--- config.mk ---
export PLATFORM = sky130hd
export DESIGN_NAME = symbol_stream
export DESIGN_NICKNAME = d
export VERILOG_FILES = /design/src/design/lsys_pkg.sv /design/src/design/symbol_stream.sv
export SDC_FILE = /design/constraint.sdc
export NUM_CORES = 1
export LEC_CHECK = 0
export BUFFER_PORTS_ARGS = -buffer_cell sky130_fd_sc_hd__buf_2
export CORE_MARGIN = 1
export CORE_UTILIZATION = 45
export DETAILED_ROUTE_END_ITERATION = 12
export PLACE_DENSITY = 0.71
export SYNTH_ARGS = -nofsm -noshare
export SYNTH_HDL_FRONTEND = slang
export SYNTH_SLANG_ARGS = --single-unit
--- constraint.sdc ---
create_clock -name clk -period 2 [get_ports clk]
set_clock_uncertainty 0.05 [all_clocks]
set_input_delay 0.3 -clock clk [delete_from_list [all_inputs] [get_ports clk]]
set_output_delay 0.3 -clock clk [all_outputs]
set_load 0.005 [all_outputs]
--- src/design/lsys_pkg.sv ---
package lsys_pkg;

	////////////////////
	// Symbol alphabet
	////////////////////

	typedef logic [7:0] symbol_t;

	// ASCII codes of the symbols the rule sets know
	localparam symbol_t SYM_F     = 8'd70;
	localparam symbol_t SYM_A     = 8'd65;
	localparam symbol_t SYM_X     = 8'd88;
	localparam symbol_t SYM_Y     = 8'd89;
	localparam symbol_t SYM_PLUS  = 8'd43;
	localparam symbol_t SYM_MINUS = 8'd45;

	// Seven rule sets and a plain copy as the last selector
	typedef enum logic [2:0] {
		DRAGON     = 3'd0,
		ARROW_XY   = 3'd1,
		KOCH       = 3'd2,
		ARROW_AF   = 3'd3,
		SNOWFLAKE  = 3'd4,
		CROSS      = 3'd5,
		TESSELLATE = 3'd6,
		IDENTITY   = 3'd7
	} lsystem_e;

	////////////////////
	// Sizes
	////////////////////

	localparam int MAX_EXPANSION = 10;
	localparam int LEN_W         = 4;
	localparam int ITER_W        = 4;
	localparam int AXIOM_LEN     = 4;

	// One production with its first symbol in the top byte
	typedef struct packed {
		logic [LEN_W-1:0]              len;
		symbol_t [MAX_EXPANSION-1:0]   syms;
	} expansion_t;

	// One symbol on the output stream
	typedef struct packed {
		symbol_t           sym;
		logic [ITER_W-1:0] gen;
		logic              last;
	} stream_item_t;

endpackage

--- src/design/symbol_stream.sv ---
`timescale 1ns/1ns

module symbol_stream (
	input  logic                   clk,
	input  logic                   reset,
	input  logic                   push,
	input  lsys_pkg::stream_item_t push_item,
	output logic                   full,
	output logic                   empty,
	input  logic                   out_ready,
	output logic                   out_valid,
	output lsys_pkg::stream_item_t out_item
);

	lsys_pkg::stream_item_t entries [2];
	logic       wr_ptr;
	logic       rd_ptr;
	logic [1:0] count;
	logic       do_push;
	logic       do_pop;

	assign full      = (count == 2'd2);
	assign empty     = (count == 2'd0);
	assign out_valid = !empty;
	// Head entry stays put until it is taken
	assign out_item  = entries[rd_ptr];

	assign do_push = push && !full;
	assign do_pop  = out_valid && out_ready;

	always_ff @(posedge clk) begin
		if (reset) begin
			wr_ptr <= 1'b0;
			rd_ptr <= 1'b0;
			count  <= 2'd0;
		end else begin
			if (do_push)
				wr_ptr <= ~wr_ptr;
			if (do_pop)
				rd_ptr <= ~rd_ptr;
			if (do_push && !do_pop)
				count <= count + 2'd1;
			else if (do_pop && !do_push)
				count <= count - 2'd1;
		end
	end

	always_ff @(posedge clk) begin
		if (do_push)
			entries[wr_ptr] <= push_item;
	end

endmodule

## Word level (Yosys, flattened, before mapping)

Memory sizes are Yosys's and may differ from the RTL's. A register that Yosys moved wholly into a read port is not among the register bits.
Index checks and enable logic that the tools add are counted.

- Flip-flop bits (word level): 4
- RAM bits: 26
- Output and inout bits: 16
- Memories kept: 1

- Add/sub/neg operators: 2
- Eq/ne operators: 1
- Multiplexer cells: 6
- Bitwise operators: 2
- Reduce and logical (&&, ||, !) cells: 10

Memories:

| name | depth | width | rd ports | clocked after Yosys merged registers in | write ports | line | RTL |
|---|---|---|---|---|---|---|---|
| entries | 2 | 13 | 1 | 1 | 1 | symbol_stream.sv:15 | `lsys_pkg::stream_item_t entries [2];` |

Operators with widths:

| cell | count |
|---|---|
| 1-bit logical AND | 4 |
| 1-bit logical NOT | 4 |
| 1-bit 2-to-1 mux | 4 |
| 2-bit 2-to-1 mux | 2 |
| 2-bit by 1-bit adder with 2-bit output, second input constant | 1 |
| 2-bit equality test, second input constant | 1 |
| 2-bit logical NOT | 1 |
| 1-bit inverter | 2 |
| 2-bit nonzero test | 1 |
| 2-bit by 1-bit subtractor with 2-bit output, second input constant | 1 |

## Longest topological paths before layout

- Depth after elaboration: 7
- Depth in mapped cells: 6
- Depth with buffers taken out: 6

## Worst setup path after synthesis

No wires, ideal clock.

- Path kind: register to register
- From: reg count[1]
- To: reg count[1]
- Setup time: 0.070 ns
- Data arrival time: 1.362 ns
- Data required time: 1.880 ns
- Path slack: 0.519 ns
- Stages on the path, launching flop included: 6
- Period minus slack after synthesis: 1.481 ns
- Cells stage by stage: dfxtp_1 nor2b_2 nor2_1 ha_1 or3_1 a21oi_1

- Word-level cells in the longest chain between the ends: 6
- Elaborated cells on any way between the ends: 15
- Classes of those cells: add/sub (2); eq/ne (1); mux (2); reduce/logical (10)

RTL lines:

| item | line | RTL |
|---|---|---|
| start, declared | symbol_stream.sv:18 | `logic [1:0] count;` |
| start signal, assigned | symbol_stream.sv:42 | `count <= count + 2'd1;` |
| start signal, assigned | symbol_stream.sv:44 | `count <= count - 2'd1;` |
| 2-bit equality test * | symbol_stream.sv:22 | `assign full = (count == 2'd2);` |
| net full | symbol_stream.sv:8 | `output logic full,` |
| 1-bit logical NOT * | symbol_stream.sv:28 | `assign do_push = push && !full;` |
| 1-bit logical AND * | symbol_stream.sv:28 |  |
| net do_push | symbol_stream.sv:19 | `logic do_push;` |
| 1-bit logical NOT | symbol_stream.sv:43 | `else if (do_pop && !do_push)` |
| 1-bit logical AND | symbol_stream.sv:43 |  |
| 2-bit nonzero test (no line) | -- |  |

Mark *: on every way through the listed nets, which the timed path passes. The rest lies on a longest branch. The select of a mux whose other input is x is not followed.
A chain may end at the register's enable or synchronous reset.

==> run metrics <==
outcome complete, no violations; setup TNS 0 ns; Critical Path Stages 2; Post-CTS Setup Repair Bufs 0; final setup fails 0; final WL 1690 microns; post-CTS sizing 0; critical path's slowest cell dfxtp_1; Crit path largest cell delay 0.68 ns; post-layout net count 123; I/O pin cnt 33; PwrDens 1270 nW/um^2; Worst-Skew Late Latency 0.31 ns; Die X 52.7 microns; overall power 1.83 mW; GRT Total Usage 14.0%; routed len/inst 12.4 microns; r2r worst-path depth 3; RR Startpoint count[0]$_SDFFE_PP0P_; CP startpoint kind flip-flop; Core Footprint 2450 sq um; syn_area_per_cell 17.5 sq um; routed vias/inst 4.75; Synth Warn # 0; CTS tree done; WP data required 1.65 ns; Static Leak 0.578 nW; row count 18; kind of critical path reg -> out; crit-path cells mux2_2 -> buf_2; post-synthesis sequential area ratio 76.2%; Buf/Inv on CP 1; largest family of logic cells by synthesized area multiplexers; worst r2r dst entries[0][10]$_DFFE_PP_; Post-Place Worst Slack 0.336 ns; largest net degree at the start of global routing 14; Tmin final 1.89 ns; Worst-Margin Slew 0.560 ns; synth-to-layout area growth 24.8%; leading cell types in the layout, fill and taps excluded 32 x buf_2, 26 x edfxtp_1, 13 x mux2_2; CTS clk-pin slew, worst paths 0.09 ns; Final Cycle Share 94.4%; CP top delay family flip-flops; total gr overflow 0; reg2reg setup slack 0.34 ns; library cells used by synthesis 14; Max VDD drop 0.749 mV; Final HPWL DP 1170 microns; RSZ-0062 raised after global routing no; CTS H-Tree Depth 2; vias in the first global route 584; Post-Synth XOR/XNOR Area 2.27%; Worst Setup EP out_item[2]; synthesized instance count 66; Synthesized Nets 84; Max Cap Violations 0; die height 52.7 microns; Clock Tree Buf Depth 2; Hold Path Class in -> reg; hold buffer count at CTS 0; PortBufs 32; commonest non-fill, non-tap cell in the layout buf_2; via count 646; layout cells sized above 1 52.8%; final-report hold violation count 0; Slew Viols, Final 0; ANT cells 0; final core utilization 58.8%; Achievable Freq 0.530 GHz; #FFs+latches synth 31; WP data arrival 1.54 ns; first-pass GRT wire length 2500 microns; Final Wtd Congestion 0.679; CTS Root Buffer Type clkbuf_4; Die Area 2780 sq um; Synth Area in Adders 1.08%; Remaining DRCs 0; Compound-Gate Fraction of Synth Area 2.16%; Detailed Routing Iterations Pass 1 4; mux contribution to synthesized area 12.7%; initial antenna violation count 0; simple-gate share of the synthesized area 4.22%; hold slack 0.113 ns; cell area after synthesis 1160 sq um; CP endpoint kind output pin; DRT antenna net count 0; Layout fillers 229; Clock Sink Count 31; Worst slew margin 62.6%; initial cell density of the core 47.1%; Num CTS Buffers 5; final worst slack 0.112 ns; initial DRC count 17; Max FO, Critical Path 13
## area by class of cell
type / count / area [sq um] / share of cell area, %
Clock buffer: 6 / 51.3 / 3.56
Clock inverter: 2 / 35.0 / 2.43
Inverter: 3 / 11.3 / 0.781
Multi-Input combinational cell: 31 / 259 / 18.0
Sequential cell: 31 / 881 / 61.1
Tap cell: 30 / 37.5 / 2.60
Timing Repair Buffer: 33 / 168 / 11.6
## kinds of logic (layout without fill, tap and decap cells)
family | Yosys count | after routing
flops | 31 | 31
mux | 13 | 13
simple gates | 9 | 9
compound gates | 5 | 5
buf+inv | 4 | 44
xor+xnor | 3 | 3
fa+ha+maj | 1 | 1
## synthesized netlist by cell type, drive strengths merged
cell | count | area [sq um]
edfxtp | 26 | 781
mux2 | 13 | 146
dfxtp | 5 | 100
nor2 | 4 | 15.0
inv | 3 | 11.3
o21ai | 3 | 15.0
xor2 | 3 | 26.3
a21oi | 2 | 10.0
or3 | 2 | 12.5
and2 | 1 | 6.26
buf | 1 | 5.00
ha | 1 | 12.5
nor2b | 1 | 8.76
or2 | 1 | 6.26
## through the flow
stage / area (sq um) / cells
after global placement: 1360 / 128
after global routing: 1440 / 136
after CTS: 1440 / 136
after floorplan: 1160 / 66
final: 1440 / 136
after detailed placement: 1360 / 128
## metal layers
metal,share of wire (%),vias to the layer above,track usage [%]
met5,0,-,0
met2,49,24,21.5
met4,3.1,0,11.8
met3,7.5,8,6.96
met1,41,293,13.9
li1,-,321,-
## registers in the layout, summed over array words and instances (netlist names), named ones only
signal   flops
wr_ptr       1
entries     26
rd_ptr       1
count        2
## worst min path at each step
stage	startpoint	end	slack [ns]	cells past startpoint
after floorplan	reset	count[1]$_SDFFE_PP0P_	0.32	1
after global placement	wr_ptr$_SDFFE_PP0P_	wr_ptr$_SDFFE_PP0P_	0.42	2
after detailed placement	wr_ptr$_SDFFE_PP0P_	wr_ptr$_SDFFE_PP0P_	0.43	2
after CTS	push_item[2]	entries[0][2]$_DFFE_PP_	0.1	1
after global routing	push_item[8]	entries[1][8]$_DFFE_PP_	0.09	1
final	push_item[6]	entries[0][6]$_DFFE_PP_	0.11	1
## report_power, final
part | switching, mW | total (mW) | leakage [nW] | internal (mW)
Clock | 0.201 | 0.496 | 0.0482 | 0.295
Combinational | 0.196 | 0.442 | 0.246 | 0.247
Sequential | 0.0724 | 0.892 | 0.284 | 0.819
(Power assumes the default switching activity.)
