<file path="src/design/lsys_pkg.sv">
package lsys_pkg;

	////////////////////
	// Symbol alphabet
	////////////////////

	typedef logic [7:0] symbol_t;

	// ASCII codes of the symbols the rule sets know
	localparam symbol_t SYM_F     = 8'd70;
	localparam symbol_t SYM_A     = 8'd65;
	localparam symbol_t SYM_X     = 8'd88;
	localparam symbol_t SYM_Y     = 8'd89;
	localparam symbol_t SYM_PLUS  = 8'd43;
	localparam symbol_t SYM_MINUS = 8'd45;

	// Seven rule sets and a plain copy as the last selector
	typedef enum logic [2:0] {
		DRAGON     = 3'd0,
		ARROW_XY   = 3'd1,
		KOCH       = 3'd2,
		ARROW_AF   = 3'd3,
		SNOWFLAKE  = 3'd4,
		CROSS      = 3'd5,
		TESSELLATE = 3'd6,
		IDENTITY   = 3'd7
	} lsystem_e;

	////////////////////
	// Sizes
	////////////////////

	localparam int MAX_EXPANSION = 10;
	localparam int LEN_W         = 4;
	localparam int ITER_W        = 4;
	localparam int AXIOM_LEN     = 4;

	// One production with its first symbol in the top byte
	typedef struct packed {
		logic [LEN_W-1:0]              len;
		symbol_t [MAX_EXPANSION-1:0]   syms;
	} expansion_t;

	// One symbol on the output stream
	typedef struct packed {
		symbol_t           sym;
		logic [ITER_W-1:0] gen;
		logic              last;
	} stream_item_t;

endpackage

</file>
<file path="src/design/rewrite_engine.sv">
`timescale 1ns/1ns

module rewrite_engine #(
	parameter int ADDR_W = 10
) (
	input  logic                                 clk,
	input  logic                                 reset,
	input  logic                                 start,
	input  lsys_pkg::lsystem_e                   lsystem,
	input  logic [8*lsys_pkg::AXIOM_LEN-1:0]     axiom,
	input  logic [lsys_pkg::ITER_W-1:0]          iterations,
	input  lsys_pkg::expansion_t                 exp,
	output logic                                 lookup_valid,
	output lsys_pkg::symbol_t                    lookup_sym,
	output lsys_pkg::lsystem_e                   lsystem_q,
	output logic                                 wr_en,
	output logic                                 wr_bank,
	output logic [ADDR_W-1:0]                    wr_addr,
	output lsys_pkg::symbol_t                    wr_sym,
	output logic                                 rd_bank,
	output logic [ADDR_W-1:0]                    rd_addr,
	input  lsys_pkg::symbol_t                    rd_sym,
	output logic                                 push,
	output lsys_pkg::stream_item_t               push_item,
	input  logic                                 full,
	input  logic                                 empty,
	output logic                                 busy,
	output logic                                 done,
	output logic                                 overflow
);

	typedef logic [ADDR_W:0] count_t;
	typedef logic [lsys_pkg::ITER_W-1:0] gen_t;
	typedef logic [lsys_pkg::LEN_W-1:0] idx_t;

	typedef enum logic [2:0] {
		S_IDLE,
		S_FETCH,
		S_LOOKUP,
		S_EMIT,
		S_NEXT_GEN,
		S_FINISH
	} state_e;

	state_e state;

	// Symbol counts of the generation being read and the one being written
	count_t src_len;
	count_t src_idx;
	count_t dst_len;

	gen_t gen_q;
	gen_t iter_q;
	idx_t exp_idx;
	idx_t sym_sel;
	logic [8*lsys_pkg::AXIOM_LEN-1:0] axiom_q;
	lsys_pkg::symbol_t cur_sym;
	logic capped;
	logic exp_end;
	logic advance;

	// Axiom ends at its first zero byte
	function automatic count_t axiom_length(input logic [8*lsys_pkg::AXIOM_LEN-1:0] a);
		count_t n;
		logic stop;
		n = '0;
		stop = 1'b0;
		for (int i = 0; i < lsys_pkg::AXIOM_LEN; i++) begin
			if (!stop && a[8*i +: 8] != 8'd0)
				n = n + count_t'(1);
			else
				stop = 1'b1;
		end
		return n;
	endfunction

	////////////////////
	// Datapath taps
	////////////////////

	// Top bit set means the destination bank is full
	assign capped  = dst_len[ADDR_W];
	assign sym_sel = idx_t'(lsys_pkg::MAX_EXPANSION - 1) - exp_idx;
	assign cur_sym = exp.syms[sym_sel];
	assign exp_end = (exp_idx == exp.len - idx_t'(1));
	assign advance = (state == S_EMIT) && !capped && !full;

	assign lookup_valid = (state == S_LOOKUP);
	// Generation 1 expands the axiom, later ones the previous bank
	assign lookup_sym   = (gen_q == gen_t'(1)) ? axiom_q[7:0] : rd_sym;

	assign rd_bank = ~gen_q[0];
	assign rd_addr = src_idx[ADDR_W-1:0];
	assign wr_bank = gen_q[0];
	assign wr_addr = dst_len[ADDR_W-1:0];
	assign wr_sym  = cur_sym;
	assign wr_en   = advance;

	assign push           = advance;
	assign push_item.sym  = cur_sym;
	assign push_item.gen  = gen_q;
	// Final symbol is either the natural end or the one that fills the bank
	assign push_item.last = (gen_q == iter_q) &&
		((exp_end && src_idx == src_len) || dst_len == count_t'(2 ** ADDR_W - 1));

	assign busy = (state != S_IDLE);
	assign done = (state == S_FINISH) && empty;

	////////////////////
	// Control FSM
	////////////////////

	always_ff @(posedge clk) begin
		if (reset) begin
			state    <= S_IDLE;
			overflow <= 1'b0;
		end else begin
			case (state)
				S_IDLE: begin
					if (start) begin
						overflow <= 1'b0;
						state    <= (iterations == '0) ? S_FINISH : S_FETCH;
					end
				end
				S_FETCH:
					state <= (src_idx == src_len) ? S_NEXT_GEN : S_LOOKUP;
				S_LOOKUP:
					state <= S_EMIT;
				S_EMIT: begin
					// Everything after the cap is dropped, so skip the rest
					if (capped) begin
						overflow <= 1'b1;
						state    <= S_NEXT_GEN;
					end else if (!full && exp_end) begin
						state <= S_FETCH;
					end
				end
				S_NEXT_GEN:
					state <= (gen_q == iter_q) ? S_FINISH : S_FETCH;
				S_FINISH: begin
					// Wait for the queue to drain before signalling done
					if (empty)
						state <= S_IDLE;
				end
				default:
					state <= S_IDLE;
			endcase
		end
	end

	// Counters and latched job
	always_ff @(posedge clk) begin
		case (state)
			S_IDLE: begin
				if (start) begin
					lsystem_q <= lsystem;
					axiom_q   <= axiom;
					iter_q    <= iterations;
					gen_q     <= gen_t'(1);
					src_len   <= axiom_length(axiom);
					src_idx   <= '0;
					dst_len   <= '0;
				end
			end
			S_FETCH: begin
				if (src_idx != src_len)
					src_idx <= src_idx + count_t'(1);
			end
			S_LOOKUP: begin
				exp_idx <= '0;
				if (gen_q == gen_t'(1))
					axiom_q <= axiom_q >> 8;
			end
			S_EMIT: begin
				if (advance) begin
					dst_len <= dst_len + count_t'(1);
					exp_idx <= exp_idx + idx_t'(1);
				end
			end
			S_NEXT_GEN: begin
				if (gen_q != iter_q) begin
					gen_q   <= gen_q + gen_t'(1);
					src_len <= dst_len;
					src_idx <= '0;
					dst_len <= '0;
				end
			end
			default: ;
		endcase
	end

endmodule

</file>
<file path="config.mk">
export PLATFORM = sky130hd
export DESIGN_NAME = rewrite_engine
export DESIGN_NICKNAME = d
export VERILOG_FILES = /design/src/design/lsys_pkg.sv /design/src/design/rewrite_engine.sv
export SDC_FILE = /design/constraint.sdc
export NUM_CORES = 1
export LEC_CHECK = 0
export ABC_AREA = 1
export BUFFER_PORTS_ARGS = -buffer_cell sky130_fd_sc_hd__buf_2
export CELL_PAD_IN_SITES_DETAIL_PLACEMENT = 1
export CELL_PAD_IN_SITES_GLOBAL_PLACEMENT = 1
export CORE_MARGIN = 1.5
export CORE_UTILIZATION = 39
export DETAILED_ROUTE_END_ITERATION = 8
export GPL_TIMING_DRIVEN = 1
export PLACE_DENSITY = 0.89
export SYNTH_ARGS = -nofsm -noshare
export SYNTH_HDL_FRONTEND = slang
export SYNTH_SLANG_ARGS = --single-unit
</file>
<file path="constraint.sdc">
create_clock -name clk -period 5.3 [get_ports clk]
set_input_delay 0.53 -clock clk [delete_from_list [all_inputs] [get_ports clk]]
set_output_delay 0.53 -clock clk [all_outputs]
set_load 0.1 [all_outputs]
</file>
* Yosys cells after proc, flatten, opt, wreduce, memory -nomap -nowiden
Index checks and enable logic that the tools add are counted.
W data, S select, Z words.
** Storage, ports and cells
- Memories kept :: 0
- Word-level logic and storage cells :: 127
- Input port bits :: 136
- Bits in read-only memories :: 0
- Bits in latches :: 0
- Register bits :: 84
- Memory bits (writable) :: 0
** Cells by class
- Reductions and logical operators :: 36
- Multiplexer cells :: 50
- Equal/unequal tests :: 20
- Bitwise gates (word level) :: 1
- Add/sub/neg operators :: 9
- Shifts and indexed selects :: 0
- $lt $le $gt $ge :: 1
- Multipliers :: 0
- Divide/modulo/power cells :: 0
** Operators with widths (number)
- $mux W11 :: 15
- $pmux W11 S3 :: 2
- $mux W32 :: 2
- $pmux W32 S2 :: 1
- $add A11 B1 Y11 const B :: 5
- $bmux W8 S4 :: 1
- $reduce_bool A8 Y1 :: 4
- $pmux W11 S2 :: 1
- $mux W3 :: 7
- $pmux W3 S6 :: 1
- $mux W8 :: 2
- $pmux W4 S2 :: 2
- $mux W1 :: 12
- $mux W4 :: 3
- $ne A2 B2 Y1 const B :: 6
- $reduce_and A3 Y1 :: 4
- $eq A11 B10 Y1 const B :: 1
- $eq A11 B11 Y1 :: 1
- $ne A11 B11 Y1 :: 1
- $logic_and A1 B1 Y1 :: 9
- $reduce_bool A3 Y1 :: 3
- $add A4 B1 Y4 const B :: 2
- $eq A4 B4 Y1 :: 2
- $reduce_and A4 Y1 :: 2
- 18 further kinds :: 28

* Depth between registers and ports, before layout
- Depth in word-level cells :: 19
- Depth in mapped cells :: 13

* Least setup slack after synthesis
OpenSTA, ideal clock, no wires.
- Kind :: register -> output
- Start :: register exp_idx[1]
- End :: output wr_sym[1]
- Required time :: 4.770 ns
- Stages on the path, launching flop included :: 10
- Path buffers :: 3
- Slack :: 0.557 ns
- Arrival time :: 4.213 ns
- Cell sequence :: edfxtp_1 buf_2 inv_1 buf_2 ha_1 xnor2_1 nor2_1 nand2_1 o21ai_0 buf_4
** RTL lines
- start, declared :: RTL line rewrite_engine.sv:54 : idx_t exp_idx;
- start signal, assigned :: RTL line rewrite_engine.sv:177 : exp_idx <= exp_idx + idx_t'(1);
- end, declared :: RTL line rewrite_engine.sv:19 : output lsys_pkg::symbol_t wr_sym,

==> impl_metrics.json <==
{
  "status": "finished, final reports clean",
  "die_w_um": 118,
  "period_share": 0.731,
  "max_clock_freq_mhz": 258,
  "insertion_delay_ns": 0.34,
  "rr_worst_depth": 6,
  "final.setup.tns_ns": 0,
  "post_synth.cell_area_avg_um2": 8.57,
  "gpl.final_weighted_congestion": 0.842,
  "postSynthNetCount": 749,
  "post_cts.resized_instances": 0,
  "syn-cell-area_um2": 5170,
  "grt_start_max_net_pins": 46,
  "first_global_vias": 5220,
  "end_kind": "primary output",
  "post_synth_most_frequent_cells": "109 x sky130_fd_sc_hd__nand2_1, 100 x sky130_fd_sc_hd__nor2_1, 80 x sky130_fd_sc_hd__edfxtp_1",
  "netlist_top_cells_area": "sky130_fd_sc_hd__edfxtp_1 46%, sky130_fd_sc_hd__nand2_1 7.9%, sky130_fd_sc_hd__nor2_1 7.3%",
  "tritoncts_clock_tree": "done",
  "crit_type": "reg2out",
  "post-cts-setup-buffer-count": 0,
  "wire_length_of_the_first_global_routing_pass_mm": 24.7,
  "post-synth-top-area-fraction": 0.464,
  "yosys_warnings": 0,
  "finalSetupViolations": 0,
  "number_of_antenna_violations_at_the_first_check_in_global_routing": 1,
  "numCtsBuffers": 9,
  "clock_tree.htree_level_count": 3,
  "wire_per_inst_um": 16.6,
  "synth_sequential_area_ratio": 0.480,
  "timing.clock.skew_ns": 0.00419,
  "viasPerCell": 5.07,
  "cts_sinks": 84,
  "cp.arrival_ns": 3.34,
  "dr.pass1.iters": 4,
  "layout.nets": 910,
  "max-slew-margin-rel": 0.236,
  "finalWirelength_mm": 15.6,
  "final-max-slew-violation-count": 0,
  "initialDrtViolationCount": 240,
  "crit_fanout": 21,
  "timing_hold_violations_final": 0,
  "floorplan.die_area_um2": 14000,
  "dieHeight_um": 118,
  "power.static_leakage_nw": 2.91,
  "route.vias.total": 4773,
  "power_per_cell_area_nw_per_um2": 655,
  "port_buffers": 195,
  "groute.layer.met1.usage": 0.239,
  "fillerInstances": 1599,
  "initial_utilization": 0.405,
  "hold_path_class": "in2reg",
  "worst_max_slew_pin_slew_ns": 1.14,
  "synthesized_flop_and_latch_total": 84,
  "worstHoldPathCells": 2,
  "detailed_place_hpwl_mm": 12.2,
  "place_ws_ns": 1.82,
  "gr-usage-all-layers": 0.220,
  "core_um2": 12800,
  "drive_above_1_share": 0.295,
  "max-clock-path-buffers": 2,
  "design.portCount": 196,
  "post-route-drc-count": 0,
  "worst_ir_drop_on_vdd_uv": 520,
  "yosysMostFrequentCell": "sky130_fd_sc_hd__nand2_1",
  "syn_inst": 604,
  "clk_pin_slew_ns": 0.06,
  "postCtsHoldBufs": 0,
  "num_rows": 41,
  "global_route.usage.met3": 0.0386,
  "setup_ws_ns": 1.43,
  "synth_largest_area_cell": "sky130_fd_sc_hd__edfxtp_1",
  "top_usage_layer": "met2",
  "rsz0062_at_grt": "false",
  "ctsRootBufferMaster": "sky130_fd_sc_hd__clkbuf_16",
  "yosys.cell_types.count": 30,
  "globalRouteOverflowTotal": 0,
  "timing.final.crit_period_ns": 3.87,
  "synth_enable_flop_cells": 80,
  "remaining_antenna_violation_count": 0,
  "synth_top_flop_cell": "sky130_fd_sc_hd__edfxtp_1",
  "max_cap_viol_count": 0,
  "postSynth.asyncResetShare": 0,
  "global_routing_usage_on_met2": 0.422,
  "area.growth.synth_to_final_pct": 23.1,
  "critPathLaunchType": "register",
  "worst_ep_required_time_ns": 4.77
}
-- layout by cell type (no fill, tap or decap), drive strengths merged, types with 4 or more instances in the layout --
master	Yosys	layout
a21oi	16	16
buf	43	199
clkbuf	6	10
dfxtp	4	4
edfxtp	80	80
ha	9	9
inv	64	64
mux2	8	8
mux2i	8	8
nand2	109	109
nand3	17	17
nand4	7	7
nor2	101	101
nor3	6	6
o211ai	8	8
o21ai	70	70
o221ai	8	8
o22ai	9	9
xnor2	16	16
xor2	11	11
-- state kept, by name (all words and copies together), names as in the netlist --
name / cells
axiom_q: 32
dst_len: 11
src_idx: 11
src_len: 11
exp_idx: 4
gen_q: 4
iter_q: 4
lsystem_q: 3
state: 3
overflow: 1
-- cell type report --
type / instances / area (um2) / share of cell area
clock buffers: 10 / 229 / 0.0359
diodes: 1 / 2.50 / 0.000393
flip-flops and latches: 84 / 2480 / 0.390
multi-input cells: 407 / 2140 / 0.336
repair buffers: 199 / 1010 / 0.158
inverters: 64 / 240 / 0.0377
well taps: 172 / 215 / 0.0338
clock inverters: 5 / 53.8 / 0.00844
-- per-stage QoR --
| stage | util | instances | hold WS, ns | cell area [um2] | power (mW) |
|---|---|---|---|---|---|
| after floorplan | - | 604 | 0.494 | 5170 | 3.26 |
| after detailed placement | 0.477 | 926 | 0.494 | 6090 | 3.56 |
| after global routing | 0.499 | 942 | 0.366 | 6370 | 4.35 |
| after CTS | 0.499 | 941 | 0.355 | 6370 | 4.19 |
| final | 0.499 | 942 | 0.361 | 6370 | 4.18 |
| after global placement | 0.477 | 926 | 0.474 | 6090 | 3.49 |
-- worst max-delay path: stages, from the launching register on --
cell                       delay [ns]
sky130_fd_sc_hd__edfxtp_1        0.76
sky130_fd_sc_hd__inv_1           0.42
sky130_fd_sc_hd__ha_1            0.33
sky130_fd_sc_hd__xnor2_1         0.58
sky130_fd_sc_hd__o211ai_1        0.26
sky130_fd_sc_hd__o21ai_0         0.17
sky130_fd_sc_hd__buf_2           0.47
-- power breakdown --
group	switching, mW	leakage, nW	internal [mW]	total (mW)
sequential	0.182	0.812	1.04	1.22
clock	0.252	0.132	0.360	0.612
combinational	1.92	1.97	0.419	2.34
total	2.36	2.91	1.82	4.18
-- per-layer routing --
metal	vias to the layer above	wire, um	share of wire
met1	2280	6200	0.40
met2	142	8410	0.54
met5	-	0	0
met3	29	632	0.041
met4	0	357	0.023
li1	2322	-	-
-- cells by family (layout without fill, tap and decap cells) --
logic type,after synthesis,after routing,share of synthesized area
simple gates,242,242,0.191
compound gates,113,113,0.122
buf+inv,113,278,0.107
flops,84,84,0.480
xor+xnor,27,27,0.0457
mux,16,16,0.0329
fa+ha+maj,9,9,0.0218
other cells,0,1,0
-- final timing paths --
kind	to	start	slack, ns
worst max register to register	src_len[4]	state[2]	2.90
worst min-delay path	overflow	reset	0.36
worst min register to register	overflow	overflow	0.51
worst max-delay path	push_item[8]	exp_idx[1]	1.43
(Power assumes the default switching activity.)
