===== config.mk =====
export PLATFORM = sky130hd
export DESIGN_NAME = rule_decode
export DESIGN_NICKNAME = d
export VERILOG_FILES = /design/src/design/lsys_pkg.sv /design/src/design/rule_decode.sv
export SDC_FILE = /design/constraint.sdc
export NUM_CORES = 1
export LEC_CHECK = 0
export BUFFER_PORTS_ARGS = -buffer_cell sky130_fd_sc_hd__buf_2
export CAP_MARGIN = 10
export CORE_ASPECT_RATIO = 1.25
export CORE_MARGIN = 5
export CORE_UTILIZATION = 30
export DETAILED_ROUTE_END_ITERATION = 8
export MAX_ROUTING_LAYER = met4
export PLACE_DENSITY = 0.56
export SLEW_MARGIN = 30
export SYNTH_ARGS = -nofsm -noshare
export SYNTH_HDL_FRONTEND = slang
export SYNTH_SLANG_ARGS = --single-unit

===== constraint.sdc =====
create_clock -name clk -period 1.75 [get_ports clk]
set_clock_uncertainty 0.1 [all_clocks]
set_input_delay 0.175 -clock clk [delete_from_list [all_inputs] [get_ports clk]]
set_output_delay 0.175 -clock clk [all_outputs]
set_load 0.005 [all_outputs]

===== src/design/lsys_pkg.sv =====
package lsys_pkg;

	////////////////////
	// Symbol alphabet
	////////////////////

	typedef logic [7:0] symbol_t;

	// ASCII codes of the symbols the rule sets know
	localparam symbol_t SYM_F     = 8'd70;
	localparam symbol_t SYM_A     = 8'd65;
	localparam symbol_t SYM_X     = 8'd88;
	localparam symbol_t SYM_Y     = 8'd89;
	localparam symbol_t SYM_PLUS  = 8'd43;
	localparam symbol_t SYM_MINUS = 8'd45;

	// Seven rule sets and a plain copy as the last selector
	typedef enum logic [2:0] {
		DRAGON     = 3'd0,
		ARROW_XY   = 3'd1,
		KOCH       = 3'd2,
		ARROW_AF   = 3'd3,
		SNOWFLAKE  = 3'd4,
		CROSS      = 3'd5,
		TESSELLATE = 3'd6,
		IDENTITY   = 3'd7
	} lsystem_e;

	////////////////////
	// Sizes
	////////////////////

	localparam int MAX_EXPANSION = 10;
	localparam int LEN_W         = 4;
	localparam int ITER_W        = 4;
	localparam int AXIOM_LEN     = 4;

	// One production with its first symbol in the top byte
	typedef struct packed {
		logic [LEN_W-1:0]              len;
		symbol_t [MAX_EXPANSION-1:0]   syms;
	} expansion_t;

	// One symbol on the output stream
	typedef struct packed {
		symbol_t           sym;
		logic [ITER_W-1:0] gen;
		logic              last;
	} stream_item_t;

endpackage


===== src/design/rule_decode.sv =====
`timescale 1ns/1ns

module rule_decode (
	input  logic                 clk,
	input  logic                 reset,
	input  lsys_pkg::lsystem_e   lsystem,
	input  logic                 lookup_valid,
	input  lsys_pkg::symbol_t    lookup_sym,
	output lsys_pkg::expansion_t exp
);

	lsys_pkg::expansion_t nxt;

	// Builds one expansion from a length and a left-aligned symbol string
	function automatic lsys_pkg::expansion_t prod(
		input logic [lsys_pkg::LEN_W-1:0]           len,
		input logic [8*lsys_pkg::MAX_EXPANSION-1:0] syms
	);
		lsys_pkg::expansion_t e;
		e.len  = len;
		e.syms = syms;
		return e;
	endfunction

	////////////////////
	// Production table
	////////////////////

	always_comb begin
		// Unmatched symbols copy through
		nxt = prod(4'd1, {lookup_sym, 72'd0});
		case (lsystem)
			lsys_pkg::DRAGON: begin
				if (lookup_sym == lsys_pkg::SYM_X)
					nxt = prod(4'd5, {lsys_pkg::SYM_X, lsys_pkg::SYM_PLUS, lsys_pkg::SYM_Y,
						lsys_pkg::SYM_F, lsys_pkg::SYM_PLUS, 40'd0});
				else if (lookup_sym == lsys_pkg::SYM_Y)
					nxt = prod(4'd5, {lsys_pkg::SYM_MINUS, lsys_pkg::SYM_F, lsys_pkg::SYM_X,
						lsys_pkg::SYM_MINUS, lsys_pkg::SYM_Y, 40'd0});
			end
			lsys_pkg::ARROW_XY: begin
				if (lookup_sym == lsys_pkg::SYM_X)
					nxt = prod(4'd7, {lsys_pkg::SYM_Y, lsys_pkg::SYM_F, lsys_pkg::SYM_PLUS,
						lsys_pkg::SYM_X, lsys_pkg::SYM_F, lsys_pkg::SYM_PLUS,
						lsys_pkg::SYM_Y, 24'd0});
				else if (lookup_sym == lsys_pkg::SYM_Y)
					nxt = prod(4'd7, {lsys_pkg::SYM_X, lsys_pkg::SYM_F, lsys_pkg::SYM_MINUS,
						lsys_pkg::SYM_Y, lsys_pkg::SYM_F, lsys_pkg::SYM_MINUS,
						lsys_pkg::SYM_X, 24'd0});
			end
			lsys_pkg::KOCH: begin
				if (lookup_sym == lsys_pkg::SYM_F)
					nxt = prod(4'd8, {lsys_pkg::SYM_F, lsys_pkg::SYM_PLUS, lsys_pkg::SYM_F,
						lsys_pkg::SYM_MINUS, lsys_pkg::SYM_MINUS, lsys_pkg::SYM_F,
						lsys_pkg::SYM_PLUS, lsys_pkg::SYM_F, 16'd0});
			end
			lsys_pkg::ARROW_AF: begin
				if (lookup_sym == lsys_pkg::SYM_A)
					nxt = prod(4'd7, {lsys_pkg::SYM_PLUS, lsys_pkg::SYM_F, lsys_pkg::SYM_MINUS,
						lsys_pkg::SYM_A, lsys_pkg::SYM_MINUS, lsys_pkg::SYM_F,
						lsys_pkg::SYM_PLUS, 24'd0});
				else if (lookup_sym == lsys_pkg::SYM_F)
					nxt = prod(4'd7, {lsys_pkg::SYM_MINUS, lsys_pkg::SYM_A, lsys_pkg::SYM_PLUS,
						lsys_pkg::SYM_F, lsys_pkg::SYM_PLUS, lsys_pkg::SYM_A,
						lsys_pkg::SYM_MINUS, 24'd0});
			end
			lsys_pkg::SNOWFLAKE: begin
				if (lookup_sym == lsys_pkg::SYM_F)
					nxt = prod(4'd8, {lsys_pkg::SYM_F, lsys_pkg::SYM_MINUS, lsys_pkg::SYM_F,
						lsys_pkg::SYM_PLUS, lsys_pkg::SYM_PLUS, lsys_pkg::SYM_F,
						lsys_pkg::SYM_MINUS, lsys_pkg::SYM_F, 16'd0});
			end
			lsys_pkg::CROSS: begin
				if (lookup_sym == lsys_pkg::SYM_F)
					nxt = prod(4'd9, {lsys_pkg::SYM_F, lsys_pkg::SYM_PLUS, lsys_pkg::SYM_F,
						lsys_pkg::SYM_F, lsys_pkg::SYM_PLUS, lsys_pkg::SYM_PLUS,
						lsys_pkg::SYM_F, lsys_pkg::SYM_PLUS, lsys_pkg::SYM_F, 8'd0});
			end
			lsys_pkg::TESSELLATE: begin
				if (lookup_sym == lsys_pkg::SYM_F)
					nxt = prod(4'd5, {lsys_pkg::SYM_F, lsys_pkg::SYM_MINUS, lsys_pkg::SYM_F,
						lsys_pkg::SYM_PLUS, lsys_pkg::SYM_F, 40'd0});
			end
			default: ;
		endcase
	end

	// Result holds until the next lookup
	always_ff @(posedge clk) begin
		if (reset)
			exp <= '0;
		else if (lookup_valid)
			exp <= nxt;
	end

endmodule


# Yosys cells after proc, flatten, opt, wreduce, memory -nomap -nowiden
# Cells that the tools add are included.
# W data, S select, Z words.
[op_classes]
eq_ne = 10
muxes = 11
n_reduce_logical = 1
[ops]
columns = ["cell", "count"]
rows = [
  ["$pmux W84 S7", 1],
  ["$mux W83", 7],
  ["$mux W84", 3],
  ["$eq A8 B7 Y1 const B", 4],
  ["$eq A3 B3 Y1 const B", 3],
  ["$eq A3 B2 Y1 const B", 2],
  ["$eq A3 B1 Y1 const B", 1],
  ["$logic_not A3 Y1", 1],
]
[totals]
ff_bits = 84
inputBits = 14
output_inout_bits = 84
word_cells = 33

# Depth between registers and ports, before layout
# Gate-level depths: netlist of run 1.
[logic_depth]
ltp_word = 4
depth_mapped = 6
depth_no_buf = 4

# Worst setup path after synthesis of run 1
# Ideal clock, no wire load.
[synth_path]
path_kind = "in2reg"
start = "input lookup_sym[5]"
end = "register exp[58] (netlist bit)"
setup_ps = 79
arrival_ps = 1463
required_time_ps = 1571
slack_ps = 108
stages = 6
path_buffers = 2
cell_sequence = "or3b_4 buf_6 buf_6 nor4_4 a21oi_1 a211oi_2"
[synth_between]
elab_chain_cells = 4
word_cells_on_any_way = 13
classes_between = "eq/ne: 4; mux: 9"
[synth_lines]
columns = ["element", "line_no", "rtl"]
rows = [
  ["start, declared", "rule_decode.sv:8", "input lsys_pkg::symbol_t lookup_sym,"],
  ["$eq A8 B7 Y1", "rule_decode.sv:46", "else if (lookup_sym == lsys_pkg::SYM_Y)"],
  ["$mux W83", "rule_decode.sv:46", ""],
  ["$mux W83", "rule_decode.sv:42", "if (lookup_sym == lsys_pkg::SYM_X)"],
  ["$pmux W84 S7 (*)", "rule_decode.sv:32", "case (lsystem)"],
  ["end signal, assigned", "rule_decode.sv:93", "exp <= nxt;"],
  ["end, declared", "rule_decode.sv:9", "output lsys_pkg::expansion_t exp"],
]
# Mark *: on every way between the ends. The rest lies on a longest branch, timed or not.
# A chain may end at the register's enable or synchronous reset.

# Worst setup path in the final report of run 1
[layout_path]
start = "input lookup_sym[1]"
end = "register exp[78] (netlist bit)"
[layout_between]
elab_chain_cells = 4
word_cells_on_any_way = 15
classes_between = "eq/ne: 4; mux: 11"
[layout_lines]
columns = ["element", "line_no"]
rows = [
  ["$eq A8 B7 Y1, on equally long branches", "n/a"],
  ["$mux W83, on equally long branches", "rule_decode.sv:62, rule_decode.sv:37, rule_decode.sv:46"],
  ["$mux W83, on equally long branches", "rule_decode.sv:58, rule_decode.sv:34, rule_decode.sv:42"],
  ["$pmux W84 S7 (*)", "rule_decode.sv:32"],
]
# Marks and branches as above.

==> impl_results.md, run 1 <==
* Via/cell ratio at 4.83
* H-tree lvl count at 2
* Maximum clock rate at 622 MHz
* Cell area after synthesis at 2730 sq um
* Number of flip-flops in the largest register at 47
* Synth Area in XOR/XNOR at 0.321%
* Port Buf Inserts at 74
* Total gr overflow at 0
* CTS sink cnt at 47
* Final Setup Violations at 0
* GRT Overall Usage at 15.5%
* Max clock buf depth at 2
* Crit path kind: in2reg
* Total number of vias at 2535
* Synth Register Bits at 47
* Hold Buf Count CTS at 0
* Dpl hpwl at 6.51 mm
* Fin crit share at 91.9%
* Top FF cell, synth: dfxtp_1
* FP Rows at 39
* Most frequent cells in the layout: buf_2, dfxtp_1, buf_4, nand2_1, conb_1
* Antenna Nets Post-Route at 0
* Worst path max stage delay at 600 ps
* Largest reg by FF count: exp
* Lkg Pwr at 1.52 nW
* Post-route minimum period at 1610 ps
* Average cell area after synthesis at 8.69 sq um
* Yosys Warn Count at 0
* Worst slew margin relative to its limit at 66.0%
* Hold Crit Class: in2reg
* Floorplan Core Area at 9030 sq um
* Largest family of logic cells by synthesized area: simple AND/OR/NAND/NOR gates
* Placed Cells at 517
* Arr. time, crit path at 1660 ps
* Data required time of the critical path at 1800 ps
* Share of cells above drive strength 1 at 38.3%
* Post-route DRC at 0
* RSZ-0062 raised after global routing: no
* Synth Area in Compound Gates at 21.8%
* Peak supply drop at 0.443 mV
* Crit path launch type: primary input
* Synth Instances at 314
* Layout area overhead at 30.0%
* Initial antenna violation count at 0
* Largest net degree at the start of global routing at 39
* CP Capture Type: register
* CTS tree: yes
* Clock transition at the registers of the reported paths at 60 ps
* EDFF count, synth at 0
* Root Buffer: clkbuf_16
* Status: completed
* Critical Path Fanout Max at 5
* CP max-delay cell: a2111oi_2
* Layout Nets at 415
* Distinct cells, synth at 52
* Post-Synth Adder-Cell Area at 0%
* Overall Power at 2.57 mW
* Worst skew pair latency at 280 ps
* Top-Level Pins at 98
* Final GP Congestion at 0.883
* Mux share of post-synthesis cell area at 2.93%
* Slew @ Worst Pin at 509 ps
* Pwr dens at 725 nW/um^2
* Final Max Tran Viols at 0
* Synth Area in Simple Gates at 24.7%
* # diodes at 0
* Initial core utilization at 30.2%
* Final hold vios at 0
* CP dominant cell by count: or3b_1
* Register area share after synthesis at 34.5%
* Routed WL per cell at 15.7 microns
* Die ar. at 11100 sq um
* DRT iter0 DRCs at 95
* Total CTS buffers at 5
* Cell Chain, Critical Path: buf_2 > or3b_1 > a2111oi_2 > or3b_1 > a31oi_1
* Final wirelength at 8.25 mm
* Die height at 117 microns
* Max-Cap Viols at 0
* First-pass GRT wire length at 13.0 mm
* DRT Pass-1 Iters at 4
* Die width at 95.3 microns
* Post-synthesis async set-or-reset flop share at 0%
* Final non-filler cell total at 525
* Vias in the first global route at 2494
* Largest registers: exp x47
* Commonest non-fill, non-tap cell in the layout: buf_2
-- worst paths after layout --
kind	from	endpoint	slack [ps]	depth (start not counted)
max reg2reg	exp[48]	exp[48]	720	3
min	lookup_sym[7]	exp[79]	70	3
max	lookup_sym[1]	exp[78]	140	5
min reg2reg	exp[42]	exp[42]	360	2
-- metal layers --
layer / wire [microns] / track usage [%] / vias up
met4: 104 / 4.33 / 0
met5: 0 / - / -
met3: 409 / 1.87 / 8
met1: 3630 / 19.2 / 1194
met2: 4110 / 26.5 / 78
li1: - / - / 1255
-- worst max-delay path, delay by kind of cell --
family	cells	cell delay, ps
AO/OA/AOI/OAI	2	670
buffers and inverters	1	100
AND/OR/NAND/NOR	2	710
-- power breakdown --
| part | switching [mW] | internal (mW) | leakage [nW] |
|---|---|---|---|
| Clock | 0.416 | 0.718 | 0.0875 |
| Combinational | 0.204 | 0.136 | 1.05 |
| Sequential | 0.00861 | 1.09 | 0.381 |
| Total | 0.629 | 1.94 | 1.52 |
-- kinds of logic after synthesis --
kind of cell,count (synthesis)
xor+xnor,1
simple gates,108
flops,47
buf+inv,68
compound gates,81
mux,8
other cells,1
-- cell usage after synthesis, drive strengths merged (6+ instances only) --
master	count	area, sq um
a21oi	21	105
nor3	11	76.3
nor2	23	88.8
dfxtp	47	941
o21ai	8	40.0
nor4	11	154
mux2i	8	80.1
a31oi	14	87.6
nand3	7	40.0
nand2	31	116
clkbuf	11	41.3
a211oi	12	100
a2111oi	6	96.4
buf	52	365
-- area by class of cell --
class | count | area, sq um
timing repair buffer | 121 | 798
clock buffer | 6 | 139
multi-input combinational | 221 | 1460
clock inverter | 2 | 38.8
inverter | 5 | 18.8
fill | 936 | 5480
tap | 123 | 154
sequential | 47 | 941
-- metrics by stage --
step                      area (sq um)  utilization [%]  setup slack, ps  hold slack [ps]  TNS (ps)
final                             3550             39.3              142             65.9         0
after global routing              3550             39.3             10.2              105         0
after CTS                         3540             39.2             72.1             64.1         0
after detailed placement          3360             37.2             -221              352     -3130
after global placement            3360             37.2             -209              342     -2300
after floorplan                   2810                -              108              222         0
-- what timing repair did --
item	4_1_cts	5_1_grt
resized for setup	0	1
endpoints found under the setup margin	0	1
setup buffers	0	0
(Power assumes the default switching activity.)
==> run 2: changes to the inputs <==
--- a/config.mk
+++ b/config.mk
@@ -7,12 +7,14 @@
 export LEC_CHECK = 0
 export BUFFER_PORTS_ARGS = -buffer_cell sky130_fd_sc_hd__buf_2
 export CAP_MARGIN = 10
+export CELL_PAD_IN_SITES_DETAIL_PLACEMENT = 0
+export CELL_PAD_IN_SITES_GLOBAL_PLACEMENT = 2
 export CORE_ASPECT_RATIO = 1.25
 export CORE_MARGIN = 5
-export CORE_UTILIZATION = 30
+export CORE_UTILIZATION = 25
 export DETAILED_ROUTE_END_ITERATION = 8
 export MAX_ROUTING_LAYER = met4
-export PLACE_DENSITY = 0.56
+export PLACE_DENSITY = 0.76
 export SLEW_MARGIN = 30
 export SYNTH_ARGS = -nofsm -noshare
 export SYNTH_HDL_FRONTEND = slang
==> impl_results.md, run 2 (same netlist as run 1, synthesis figures left out) <==
* Critical Path Fanout Max at 16 (+11)
* Hold endpoint: exp[65]
* DRT Pass-1 Iters at 4 (unchanged)
* First-pass GRT wire length at 13.9 mm (+6.8%)
* # diodes at 0 (unchanged)
* Setup TNS at 0 ps (unchanged)
* Crit path kind: in2reg
* Final Max Tran Viols at 0 (unchanged)
* Die height at 127 microns (+8.7%)
* Final non-filler cell total at 548 (+4.4%)
* Worst skew pair latency at 290 ps (about the same)
* Final wirelength at 8.77 mm (+6.4%)
* CTS sink cnt at 47 (unchanged)
* Post-route DRC at 0 (unchanged)
* Largest registers: exp x47
* Floorplan Core Area at 10700 sq um (+18%)
* Initial antenna violation count at 0 (unchanged)
* Root Buffer: clkbuf_16
* Via/cell ratio at 4.73 (-2.0%)
* Top-Level Pins at 98 (unchanged)
* Met3 usage at 1.37% (-0.50 points)
* Routed WL per cell at 16.0 microns (+1.9%)
* Fin crit share at 94.3% (+2.4 points)
* Clock transition at the registers of the reported paths at 60 ps (about the same)
* CP Capture Type: register
* H-tree lvl count at 2 (unchanged)
* Layout area overhead at 33.4%
* Total gr overflow at 0 (unchanged)
* Commonest non-fill, non-tap cell in the layout: buf_2
* Die ar. at 13100 sq um (+18%)
* Hold Crit Class: in2reg
* RR Startpoint: exp[48]
* Peak supply drop at 0.404 mV (-8.8%)
* Total CTS buffers at 5 (unchanged)
* Maximum clock rate at 606 MHz (-2.6%)
* Largest net degree at the start of global routing at 47 (+21%)
* Port Buf Inserts at 74 (unchanged)
* Placed Area at 3440 sq um (+2.3%)
* Hold Path Cell Cnt at 4 (+1)
* RSZ-0062 raised after global routing: no
* Post-route minimum period at 1650 ps (+42.8 ps)
* Antenna Nets Post-Route at 0 (unchanged)
* Vias in the first global route at 2573 (+3.2%)
* Final Setup Violations at 0 (unchanged)
* Share of cells above drive strength 1 at 40.4% (+2.1 points)
* Status: completed
* CTS tree: yes
* Hold_sp: reset
* Data required time of the critical path at 1860 ps (+60 ps)
* Total number of vias at 2593 (+2.3%)
* Layout Nets at 429 (+3.4%)
* Met1 usage in global routing at 17.7% (-1.5 points)
* Crit path launch type: primary input
* Met2 usage at 22.7% (-3.7 points)
* Most frequent cells in the layout: buf_2, buf_4, dfxtp_1, nand2_1, conb_1
* Post-CTS setup buffer count at 0 (unchanged)
* Die width at 103 microns (+8.5%)
* Lkg Pwr at 1.57 nW (+3.5%)
* DP Worst Slack at -179 ps (+41.9 ps)
* Initial core utilization at 25.6% (-4.7 points)
* Final GP Congestion at 0.868 (-1.6%)
* Max clock buf depth at 2 (unchanged)
* Arr. time, crit path at 1760 ps (+100 ps)
* Largest reg by FF count: exp
* Reg-to-reg critical path endpoint: exp[48]
* Final design area excluding fillers at 3640 sq um (+2.6%)
* PnR worst setup slack at 99.7 ps (-42.8 ps)
* Number of flip-flops in the largest register at 47 (unchanged)
* Placed Cells at 540 (+4.4%)
* R2R setup slack at 710 ps (about the same)
* GRT Overall Usage at 13.8% (-1.7 points)
* Dpl hpwl at 6.84 mm (+5.0%)
* Pwr dens at 734 nW/um^2 (+1.3%)
* Reg2Reg Depth at 3 (unchanged)
* FP Rows at 42 (+7.7%)
* Fill cells at 1164 (+24%)
* Global routing's busiest layer: met2
* Max-Cap Viols at 0 (unchanged)
* Final hold vios at 0 (unchanged)
* DRT iter0 DRCs at 88 (-7.4%)
==> run 2: cell count changes in the layout (fill, tap and decap cells not counted) <==
cell        previous run  this run
inv_6                  1         0
clkinvlp_4             0         1
buf_4                 41        58
bufinv_16              1         2
buf_12                 6         3
clkbuf_8               1         0
==> run 2: power by group <==
group          switching (mW)  total [mW]  internal (mW)
logic                   0.206       0.348          0.142
registers             0.00973        1.10           1.09
clock network           0.410        1.23          0.818
total                   0.626        2.67           2.05
==> run 2: what timing repair did <==
item | CTS | global route
hold buffers | 0 | 0
resized for setup | 0 | 1
endpoints found under the setup margin | 0 | 1
==> run 2: worst max path at each step <==
stage	endpoint	cells past startpoint	slack [ps]	from
detailed placement	exp[51]	5	-180	lookup_sym[5]
global route	exp[45]	5	1	lookup_sym[1]
global placement	exp[51]	5	-190	lookup_sym[5]
finish	exp[58]	6	100	lookup_sym[5]
CTS	exp[51]	5	80	lookup_sym[5]
floorplan	exp[58]	6	110	lookup_sym[5]
==> run 2: area by class of cell <==
cell class | count | area (sq um) | area share, %
well taps | 132 | 165 | 4.53
inverters | 5 | 18.8 | 0.515
clock buffers | 5 | 125 | 3.44
flip-flops and latches | 47 | 941 | 25.8
multi-input cells | 221 | 1460 | 40.1
clock inverters | 3 | 67.6 | 1.86
repair buffers | 135 | 866 | 23.8
==> run 2: metrics by stage <==
step                hold slack (ps)  util [%]  power [mW]
floorplan                       222         -        1.35
global placement                344      32.2        1.47
detailed placement              351      32.2        1.47
CTS                             182      34.0        2.70
global route                    196      34.1        2.78
finish                          179      34.1        2.67
==> run 2: per-layer routing <==
layer,vias to the layer above,routed length [microns]
met5,-,0
met4,0,123
met3,6,442
met2,74,4360
met1,1236,3850
li1,1277,-
==> run 2: critical path, cell delays in order <==
cell and delay, ps:
buf_2 110, or3b_4 540, buf_4 210, nor4_4 410, a21oi_1 100, a211oi_2 210
==> run 3: changes to the inputs <==
--- a/config.mk
+++ b/config.mk
@@ -15,6 +15,7 @@
 export DETAILED_ROUTE_END_ITERATION = 8
 export MAX_ROUTING_LAYER = met4
 export PLACE_DENSITY = 0.76
+export RECOVER_POWER = 100
 export SLEW_MARGIN = 30
 export SYNTH_ARGS = -nofsm -noshare
 export SYNTH_HDL_FRONTEND = slang
==> impl_results.md, run 3 (same netlist as run 1, synthesis figures left out) <==
* Dpl hpwl at 6.84 mm (unchanged)
* Hold Path Cell Cnt at 4 (unchanged)
* Worst skew pair latency at 290 ps (about the same)
* CTS sink cnt at 47 (unchanged)
* CP Capture Type: register
* Status: completed
* Maximum clock rate at 598 MHz (-1.4%)
* Largest reg by FF count: exp
* Final hold vios at 0 (unchanged)
* Layout Nets at 429 (unchanged)
* Fin crit share at 95.6% (+1.3 points)
* PnR worst setup slack at 76.7 ps (-23.0 ps)
* Antenna Nets Post-Route at 0 (unchanged)
* Critical Path Fanout Max at 16 (unchanged)
* Hold Crit Class: in2reg
* # diodes at 0 (unchanged)
* Vias in the first global route at 2573 (unchanged)
* Most frequent cells in the layout: dfxtp_1, buf_2, buf_4, clkbuf_1, nand2_1
* Share of cells above drive strength 1 at 30.5% (-9.9 points)
* RSZ-0062 raised after global routing: no
* Total gr overflow at 0 (unchanged)
* Worst slew margin relative to its limit at 61.9%
* Total CTS buffers at 5 (unchanged)
* Via/cell ratio at 4.72 (-0.19%)
* DRT Pass-1 Iters at 4 (unchanged)
* FP Rows at 42 (unchanged)
* Number of flip-flops in the largest register at 47 (unchanged)
* CTS tree: yes
* Crit path launch type: primary input
* Crit path kind: in2reg
* Final Max Tran Viols at 0 (unchanged)
* Die width at 103 microns (unchanged)
* Top-Level Pins at 98 (unchanged)
* Die height at 127 microns (unchanged)
* Reg2Reg Depth at 3 (unchanged)
* Area of the multi-input gates at 1420 sq um (-2.7%)
* Slew @ Worst Pin at 571 ps
* Data required time of the critical path at 1870 ps (about the same)
* Initial core utilization at 25.6% (unchanged)
* H-tree lvl count at 2 (unchanged)
* Post-route minimum period at 1670 ps (+23.0 ps)
* GRT Overall Usage at 13.8% (unchanged)
* Die ar. at 13100 sq um (unchanged)
* Final GP Congestion at 0.868 (unchanged)
* Final wirelength at 8.81 mm (+0.36%)
* Register area at 941 sq um (unchanged)
* Max clock buf depth at 2 (unchanged)
* Peak supply drop at 0.403 mV (-0.17%)
* Fill cells at 1189 (+2.1%)
* Lkg Pwr at 1.40 nW (-10%)
* Total number of vias at 2588 (-0.19%)
* Max-Cap Viols at 0 (unchanged)
* Largest net degree at the start of global routing at 47 (unchanged)
* Routed WL per cell at 16.1 microns (+0.36%)
* Clock transition at the registers of the reported paths at 60 ps (about the same)
* Arr. time, crit path at 1790 ps (+30 ps)
* Largest registers: exp x47
* Final Setup Violations at 0 (unchanged)
* Pwr dens at 754 nW/um^2 (+2.7%)
* Floorplan Core Area at 10700 sq um (unchanged)
* Overall Power at 2.66 mW (-0.50%)
* Post-route DRC at 0 (unchanged)
* Commonest non-fill, non-tap cell in the layout: dfxtp_1
* Initial antenna violation count at 0 (unchanged)
* DRT iter0 DRCs at 96 (+9.1%)
* Root Buffer: clkbuf_16
* Port Buf Inserts at 74 (unchanged)
* First-pass GRT wire length at 13.9 mm (unchanged)
* Layout area overhead at 29.2%
* DP Worst Slack at -179 ps (unchanged)
[run 3: worst paths after layout]
check,start,endpoint,slack [ps]
worst max-delay path,lookup_sym[5],exp[57],80
worst min-delay path,reset,exp[65],190
worst max register to register,exp[48],exp[48],700
worst min register to register,exp[42],exp[42],360
[run 3: critical path: stages]
cell and delay, ps:
clkbuf_1 90, or3b_4 540, a2111oi_2 520, clkbuf_4 250, mux2i_1 60, o22ai_1 140
[run 3: power breakdown]
| part | total (mW) | internal [mW] | switching [mW] |
|---|---|---|---|
| logic | 0.335 | 0.134 | 0.201 |
| clock network | 1.23 | 0.818 | 0.409 |
| registers | 1.10 | 1.09 | 0.0101 |
[run 3: cell type report]
class | instances | share of cell area [%]
multi-input combinational | 221 | 40.2
sequential | 47 | 26.7
timing repair buffer | 135 | 22.4
tap | 132 | 4.68
clock buffer | 5 | 3.55
clock inverter | 3 | 1.91
inverter | 5 | 0.532
[run 3: metrics by stage]
step	instances	hold WS [ps]	util [%]	area, sq um	setup TNS (ps)
after global routing	548	200	33.1	3530	0
after CTS	548	182	34.0	3630	0
final	548	187	33.1	3530	0
after floorplan	336	222	-	2810	0
after global placement	540	344	32.2	3440	-2390
after detailed placement	540	351	32.2	3440	-2720
[run 3: what timing repair did]
| item | CTS | global route |
|---|---|---|
| setup buffers | 0 | 0 |
| endpoints found under the hold margin | 0 | 0 |
| hold buffers | 0 | 0 |
| endpoints found under the setup margin | 0 | 1 |
| gates resized for setup | 0 | 1 |
[run 3: routing by layer]
| metal | up-vias | share of wire [%] | global-route usage [%] |
|---|---|---|---|
| met5 | - | 0 | - |
| met4 | 0 | 1.4 | 4.12 |
| met3 | 5 | 5.0 | 1.37 |
| met2 | 81 | 50 | 22.7 |
| met1 | 1227 | 44 | 17.7 |
| li1 | 1275 | - | - |
